### src/hw/board_pkg.sv
package board_pkg;

    // board inputs
    // push buttons, one interrupt source each
    localparam int num_buttons = 4;

    // slide switches, only used to gate the heartbeat
    localparam int num_switches = 4;

    // LEDs driven from the register file
    // led[0] is the heartbeat and is not counted here
    localparam int num_gpio = 3;

    // register port geometry
    localparam int addr_width = 2;
    localparam int data_width = 8;

    // register map
    // pending, write one to clear
    localparam logic [addr_width-1:0] reg_pending = 2'd0;

    // interrupt enable mask
    localparam logic [addr_width-1:0] reg_enable = 2'd1;

    // gpio outputs, drives led[3:1]
    localparam logic [addr_width-1:0] reg_gpio = 2'd2;

    // address 3 is unmapped and reads as zero

endpackage

### src/hw/button_conditioner.sv
`timescale 1ns/1ns

module button_conditioner #(
    parameter int btn_stable_cycles = 16
) (
    input  logic                          clk,
    input  logic                          rst,
    input  logic [board_pkg::num_buttons-1:0] btn,
    output logic [board_pkg::num_buttons-1:0] btn_rise
);

    import board_pkg::*;

    // one low sample then stable high, oldest sample in the msb
    localparam logic [btn_stable_cycles-1:0] rise_pattern =
        {1'b0, {(btn_stable_cycles - 1){1'b1}}};

    // sample history per button
    logic [num_buttons-1:0][btn_stable_cycles-1:0] history;

    always_ff @(posedge clk) begin
        if (rst) begin
            history  <= '0;
            btn_rise <= '0;
        end else begin
            for (int i = 0; i < num_buttons; i++) begin
                // shift the raw button in at the lsb
                history[i] <= {history[i][btn_stable_cycles-2:0], btn[i]};
                // pattern only matches once per press,
                // the low sample shifts out on the next edge
                btn_rise[i] <= (history[i] == rise_pattern);
            end
        end
    end

    // pulse is single cycle per bit, even with a held button
    assert property (@(posedge clk) disable iff (rst)
        (btn_rise & $past(btn_rise)) == '0)
    else $error("btn_rise held high for two cycles: %b", btn_rise);

endmodule

### src/hw/heartbeat_led.sv
`timescale 1ns/1ns

module heartbeat_led #(
    parameter int heartbeat_bits = 25
) (
    input  logic                           clk,
    input  logic                           rst,
    input  logic [board_pkg::num_switches-1:0] switch,
    output logic                           led_heartbeat
);

    import board_pkg::*;

    // two stage switch synchronizer
    logic [num_switches-1:0] switch_meta;
    logic [num_switches-1:0] switch_sync;

    // free running counter, msb is the blink
    logic [heartbeat_bits-1:0] counter;

    // async board inputs, no reset on the sync flops
    always_ff @(posedge clk) begin
        switch_meta <= switch;
        switch_sync <= switch_meta;
    end

    always_ff @(posedge clk) begin
        if (rst) begin
            counter <= '0;
        end else begin
            counter <= counter + 1'b1;
        end
    end

    // heartbeat only visible while any switch is on
    always_ff @(posedge clk) begin
        if (rst) begin
            led_heartbeat <= 1'b0;
        end else begin
            led_heartbeat <= counter[heartbeat_bits-1] & (|switch_sync);
        end
    end

endmodule

### src/hw/platform_regs.sv
`timescale 1ns/1ns

module platform_regs (
    input  logic                             clk,
    input  logic                             rst,
    input  logic [board_pkg::num_buttons-1:0] btn_rise,
    input  logic                             reg_wr,
    input  logic                             reg_rd,
    input  logic [board_pkg::addr_width-1:0] reg_addr,
    input  logic [board_pkg::data_width-1:0] reg_wdata,
    output logic [board_pkg::data_width-1:0] reg_rdata,
    output logic                             irq,
    output logic [board_pkg::num_gpio-1:0]    gpio
);

    import board_pkg::*;

    // interrupt state
    logic [num_buttons-1:0] pending;
    logic [num_buttons-1:0] enable;

    // write decode
    logic wr_pending;
    logic wr_enable;
    logic wr_gpio;

    // bits cleared by a pending write this cycle
    logic [num_buttons-1:0] clear_mask;

    // read mux output, zero extended
    logic [data_width-1:0] rd_word;

    assign wr_pending = reg_wr && (reg_addr == reg_pending);
    assign wr_enable  = reg_wr && (reg_addr == reg_enable);
    assign wr_gpio    = reg_wr && (reg_addr == reg_gpio);

    assign clear_mask = wr_pending ? reg_wdata[num_buttons-1:0] : '0;

    // pending latch
    // set wins over a clear on the same bit
    always_ff @(posedge clk) begin
        if (rst) begin
            pending <= '0;
        end else begin
            pending <= (pending & ~clear_mask) | btn_rise;
        end
    end

    // enable mask and gpio, plain write registers
    always_ff @(posedge clk) begin
        if (rst) begin
            enable <= '0;
            gpio   <= '0;
        end else begin
            if (wr_enable) begin
                enable <= reg_wdata[num_buttons-1:0];
            end
            if (wr_gpio) begin
                gpio <= reg_wdata[num_gpio-1:0];
            end
        end
    end

    // registered interrupt line
    // one cycle behind pending and enable
    always_ff @(posedge clk) begin
        if (rst) begin
            irq <= 1'b0;
        end else begin
            irq <= |(pending & enable);
        end
    end

    // read select
    always_comb begin
        rd_word = '0;
        case (reg_addr)
            reg_pending: rd_word[num_buttons-1:0] = pending;
            reg_enable:  rd_word[num_buttons-1:0] = enable;
            reg_gpio:    rd_word[num_gpio-1:0]    = gpio;
            // unmapped reads as zero
            default:     rd_word = '0;
        endcase
    end

    // read data lands one cycle after the strobe, then holds
    always_ff @(posedge clk) begin
        if (rst) begin
            reg_rdata <= '0;
        end else if (reg_rd) begin
            reg_rdata <= rd_word;
        end
    end

    // core side never issues both strobes at once
    assert property (@(posedge clk) disable iff (rst)
        !(reg_wr && reg_rd))
    else $error("reg_wr and reg_rd high together");

    // masked sources must not reach irq
    assert property (@(posedge clk) disable iff (rst)
        (enable == '0) |=> !irq)
    else $error("irq high after a cycle with all sources masked");

endmodule

### src/hw/board_top.sv
`timescale 1ns/1ns

module board_top #(
    parameter int btn_stable_cycles = 16,
    parameter int heartbeat_bits    = 25
) (
    input  logic                              clk,
    input  logic                              rst,
    input  logic [board_pkg::num_buttons-1:0]  btn,
    input  logic [board_pkg::num_switches-1:0] switch,
    input  logic                              reg_wr,
    input  logic                              reg_rd,
    input  logic [board_pkg::addr_width-1:0]  reg_addr,
    input  logic [board_pkg::data_width-1:0]  reg_wdata,
    output logic [board_pkg::data_width-1:0]  reg_rdata,
    output logic                              irq,
    output logic [board_pkg::num_gpio:0]       led
);

    import board_pkg::*;

    // debounced press pulses, one per button
    logic [num_buttons-1:0] btn_rise;

    // register driven leds
    logic [num_gpio-1:0] gpio;

    // heartbeat blink
    logic led_heartbeat;

    button_conditioner #(
        .btn_stable_cycles(btn_stable_cycles)
    ) u_button_conditioner (
        .clk,
        .rst,
        .btn,
        .btn_rise
    );

    heartbeat_led #(
        .heartbeat_bits(heartbeat_bits)
    ) u_heartbeat_led (
        .clk,
        .rst,
        .switch,
        .led_heartbeat
    );

    platform_regs u_platform_regs (
        .clk,
        .rst,
        .btn_rise,
        .reg_wr,
        .reg_rd,
        .reg_addr,
        .reg_wdata,
        .reg_rdata,
        .irq,
        .gpio
    );

    // led 0 blinks, the rest come from the gpio register
    assign led = {gpio, led_heartbeat};

endmodule

### config.mk
export PLATFORM = sky130hd
export DESIGN_NAME = board_top
export DESIGN_NICKNAME = d
export VERILOG_FILES = /design/src/hw/board_pkg.sv /design/src/hw/button_conditioner.sv /design/src/hw/heartbeat_led.sv /design/src/hw/platform_regs.sv /design/src/hw/board_top.sv
export SDC_FILE = /design/constraint.sdc
export NUM_CORES = 1
export LEC_CHECK = 0
export BUFFER_PORTS_ARGS = -buffer_cell sky130_fd_sc_hd__buf_4
export CAP_MARGIN = 10
export CORE_ASPECT_RATIO = 0.75
export CORE_MARGIN = 3
export CORE_UTILIZATION = 45
export CTS_CLUSTER_SIZE = 28
export DETAILED_ROUTE_END_ITERATION = 16
export GPL_TIMING_DRIVEN = 1
export PLACE_DENSITY = 0.75
export SYNTH_ARGS = -nofsm -noshare
export SYNTH_HDL_FRONTEND = slang
export SYNTH_SLANG_ARGS = --single-unit
### constraint.sdc
create_clock -name clk -period 2.5 [get_ports clk]
set_clock_uncertainty 0.1 [all_clocks]
set_input_delay 0.125 -clock clk [delete_from_list [all_inputs] [get_ports clk]]
set_output_delay 0.125 -clock clk [all_outputs]
set_load 0.005 [all_outputs]
After elaboration in Yosys (flattened, before gate mapping)
Index checks and enable logic that the tools add are counted.
Storage, ports and cells
  bits of input ports: 22
  word-level logic and storage cells: 35
  output and inout port bits: 13
  bits in registers: 118
Cells by class
  reduce and logical (&&, ||, !) cells: 6
  bitwise logic cells: 5
  eq/ne operators: 6
  $add $sub $neg: 1
  multiplexer cells: 3
Operator list (count)
  $eq 16x15->1 const B: 4
  $add 25x1->25 const B: 1
  $pmux 3 s3: 1
  $and 4x4->4: 2
  $reduce_or 4->1: 2
  $mux 4: 1
  $not 4->4: 1
  $or 4x4->4: 1
  $logic_and 1x1->1: 3
  $eq 2x1->1 const B: 1
  $eq 2x2->1 const B: 1
  $logic_not 2->1: 1
  $pmux 1 s2: 1
  $and 1x1->1: 1

Longest topological paths before layout
  depth in word-level cells: 6
  gate-level depth with buffers: 6
  gate-level depth less buffers: 5

Modules after synthesis
From an unflattened synthesis, not the netlist that was laid out.
Unflattened totals
  cells, all modules: 383
  area total of the unflattened synthesis: 4092.7 µm²
Modules (own cells, without submodules)
  button_conditioner: sequential area each 1361.3 µm², cells each 163, instances 1, area an instance 2023.2 µm²
  heartbeat_led: sequential area each 680.7 µm², cells each 136, instances 1, area an instance 1327.5 µm²
  platform_regs: sequential area each 320.3 µm², cells each 83, instances 1, area an instance 734.5 µm²
  board_top: sequential area each 0.0 µm², cells each 1, instances 1, area an instance 7.5 µm²

Least setup slack after synthesis
Ideal clock, no wire load.
  path type: register to register
  start point: register u_heartbeat_led.counter[0]
  end point: register u_heartbeat_led.counter[24]
  library setup time: 0.070 ns
  data required time: 2.330 ns
  setup slack: 0.747 ns
  clock period less this slack: 1.753 ns
  data arrival time: 1.582 ns
  path buffers: 0
  cell stages (with the launch flop): 6
  cells stage by stage: dfxtp_1 ha_1 and4_1 nand3_1 or4_1 a21oi_1
Between the ends
  cells in the longest elaborated chain, start to end: 1
RTL lines
  start, declared: RTL line heartbeat_led.sv:19  | logic [heartbeat_bits-1:0] counter;
  start signal, assigned: RTL line heartbeat_led.sv:31  | counter <= counter + 1'b1;
  $add 25x1->25: RTL line heartbeat_led.sv:31
No other way between the ends.
A chain may end at the register's enable or synchronous reset.

Final worst setup path
  start point: register u_heartbeat_led.counter[8]
  end point: register u_heartbeat_led.counter[22]
The elaborated chain is that of the path after synthesis.

==> run_results.csv <==
group,metric,value,unit
sta,finalCritPeriodShare,0.8154,
routing,vias,2749,
power,power_density,866.1,nW/um^2
place,dpl_worst_slack,0.5320,ns
clock_network,cts_tree,"built",
routing,vias_per_cell,5.110,
sta,fin_setup_tns,0,ns
finish,final_nets,443,
clock_network,cts-htree-levels,4,
power,swShare,0.2059,
place,globalplace.congestion,0.7723,
global_routing,grt_start_max_net_pins,80,
power,total_leakage_power,0.001878,uW
clock_network,clockRootBuffer,"clkbuf_16",
routing,wire_per_inst,13.07,microns
global_routing,overflow,0,
flow_run,drv_cap,0,
global_routing,grt_pass1_wl,11930,microns
hold_path,min_path_type,"primary input to flip-flop",
place,port-buffer-count,26,
routing,drc_errors,0,
sta,fin_crit,2.039,ns
finish,drive_above_1_share,0.1339,
yosys,ys_ff_latch,118,
worst_setup_path,rrSetupSlack,0.46,ns
routing,drt_iter0_drc,131,
global_routing,grt_pass1_vias,2670,
finish,areaGrowthSynthToFinish,23.73,%
worst_setup_path,critPathMaxFanout,20,
power,pwr-share-comb,0.028,
yosys,synth.distinct_cells,32,
clock_network,clk_pin_slew,0.05,ns
yosys,syn_inst,378,
yosys,synth_enable_flop_cells,0,
routing,first_pass_iters,4,
die,fp.dieW,113.9,microns
die,rows,28,
die,start_util,0.4792,
finish,final_common_cell,"dfxtp_1",
routing,wl,7030,microns
worst_setup_path,start_kind,"flip-flop",
clock_network,cts-buffers-inserted,17,
worst_setup_path,worst-setup-path-type,"flip-flop to flip-flop",
power,switching_power,866.9,uW
global_routing,groute.usage.overall,0.1554,
worst_setup_path,worst-r2r-cell-count,4,
yosys,netlist_area,3929,sq um
yosys,async_flop_share,0,
hold_path,holdPathStages,4,
clock_network,clk_latency,0.40,ns
global_routing,grt_antenna_before_repair,0,
power,seqPwrFrac,0.457,
routing,detail-route-antenna-nets,0,
outcome,status,"completed",
worst_setup_path,arrival,2.25,ns
sta,rsz0062_at_grt,"false",
worst_setup_path,slowest_stage,"or4_1",
worst_setup_path,endpoint_kind,"flip-flop",
sta,setup_viol,0,
sta,tightest_slew,0.7737,ns
sta,hold_viol_final,0,
power,p_clk_frac,0.515,
yosys,syn_area_per_cell,10.39,sq um
power,p_int,3343,uW
yosys,yosysWarnings,0,
finish,layout_common_cells,"dfxtp_1 (118), nor2b_1 (66), nor2_1 (28)",
die,core-area,8198,sq um
die,dieArea,9899,sq um
clock_network,clock_path_buffers,2,
worst_setup_path,path_cells,"and4_4, nand4_2, or4_1, a21oi_1",
clock_network,numClockSinks,118,
finish,diodes,0,
finish,fillCellCount,697,
sta,relSlewSlack,0.4842,
yosys,synth_sequential_area_ratio,0.6013,
worst_setup_path,critical_path_required,2.72,ns
sta,worst_slack,0.4615,ns
place,dp_hpwl,4271,microns
yosys,synth-main-ff-cell,"dfxtp_1",
sta,slew_violations,0,
die,io_pins,35,
sta,fmaxAchievable,490.6,MHz
power,peakVddDrop,731.5,uV
worst_setup_path,critPathMaxStageDelay,0.62,ns
die,die_height,86.92,microns
-- what timing repair did --
action,CTS,global route
hold buffers,15,0
resized for setup,0,0
hold endpoints to repair,23,0
setup buffers,0,0
-- synth_stat cells, drive strengths merged (3+ instances only) --
library cell | number | area, sq um
dfxtp | 118 | 2362
nor2b | 66 | 412.9
nor2 | 28 | 105.1
a21oi | 22 | 110.1
nand2 | 19 | 71.32
nand4 | 15 | 100.1
nand3 | 14 | 70.07
clkbuf | 12 | 46.29
xor2 | 11 | 96.34
buf | 10 | 63.81
and4 | 9 | 81.33
mux2i | 8 | 80.08
o31ai | 7 | 52.55
or4 | 7 | 52.55
nor4 | 6 | 37.54
nand3b | 5 | 37.54
a211oi | 3 | 22.52
and3 | 3 | 18.77
o21ai | 3 | 15.01
or3 | 3 | 18.77
-- power by group through the flow --
stage / sequential (uW) / clock [uW] / combinational, uW
2_1_floorplan: 1960 / 0 / 60.2
3_3_place_gp: 1960 / 0 / 95.9
3_5_place_dp: 1960 / 0 / 98.1
4_1_cts: 1930 / 2200 / 117
5_1_grt: 1930 / 2310 / 129
6_report: 1930 / 2170 / 116
-- flip-flops by register name (all words and copies together) (netlist names) --
signal and flops:
u_platform_regs.enable 4, u_button_conditioner.history 64, u_heartbeat_led.counter 25, u_platform_regs.pending 4, u_heartbeat_led.switch_sync 4, u_button_conditioner.btn_rise 4, u_platform_regs.gpio 3, u_heartbeat_led.led_heartbeat 1
u_heartbeat_led.switch_meta 4, u_platform_regs.irq 1, u_platform_regs.reg_rdata 4
-- per-layer routing --
layer / global-route usage / up-vias / part of all wire
met4: 0.07120 / 0 / 0.014
met5: 0 / - / 0
met2: 0.2320 / 63 / 0.44
met3: 0.07292 / 13 / 0.052
li1: - / 1378 / -
met1: 0.1921 / 1295 / 0.49
-- logic make-up (layout without fill, tap and decap cells) --
kind of cell               count (synthesis)  after routing  share of synthesized area
and+or+nand+nor                          177            177                     0.2599
DFF                                      118            118                     0.6013
AOI/OAI and AO/OA                         39             39                    0.05955
buffers and inverters                     22             74                    0.02802
xor gates and xnor gates                  12             12                    0.02675
muxes                                      8              8                    0.02038
adders and majority gates                  1              1                   0.003184
other                                      1              4                  0.0009545
-- path summary, 6_finish.rpt --
path                               endpoint                           start
min reg2reg  u_heartbeat_led.switch_sync[0]  u_heartbeat_led.switch_meta[0]
min            u_platform_regs.reg_rdata[3]                     reg_addr[1]
max             u_heartbeat_led.counter[22]      u_heartbeat_led.counter[8]
max reg2reg     u_heartbeat_led.counter[22]      u_heartbeat_led.counter[8]
-- metrics by stage --
stage / hold WS (ns) / utilization / power [uW] / cell area [sq um] / instances
global placement: 0.1307 / 0.5095 / 2058 / 4177 / 491
finish: 0.03215 / 0.5929 / 4210 / 4861 / 538
global route: 0.05528 / 0.5929 / 4362 / 4861 / 538
CTS: 0.02479 / 0.5929 / 4245 / 4861 / 538
detailed placement: 0.1315 / 0.5095 / 2061 / 4177 / 491
floorplan: 0.05272 / - / 2020 / 3940 / 381
-- critical path: cells and delay by family, from the launching register on --
kind | cells | cell delay [ns]
DFF | 1 | 0.40
and+or+nand+nor | 3 | 1.26
AOI/OAI and AO/OA | 1 | 0.19
-- final cells by class --
type | instances | area (sq um) | share of cell area
Timing Repair Buffer | 42 | 365.4 | 0.07516
Clock inverter | 11 | 83.83 | 0.01725
Clock buffer | 21 | 450.4 | 0.09266
Tap cell | 105 | 131.4 | 0.02703
Multi-Input combinational cell | 241 | 1468 | 0.3019
Sequential cell | 118 | 2362 | 0.4860
(Power assumes the default switching activity.)
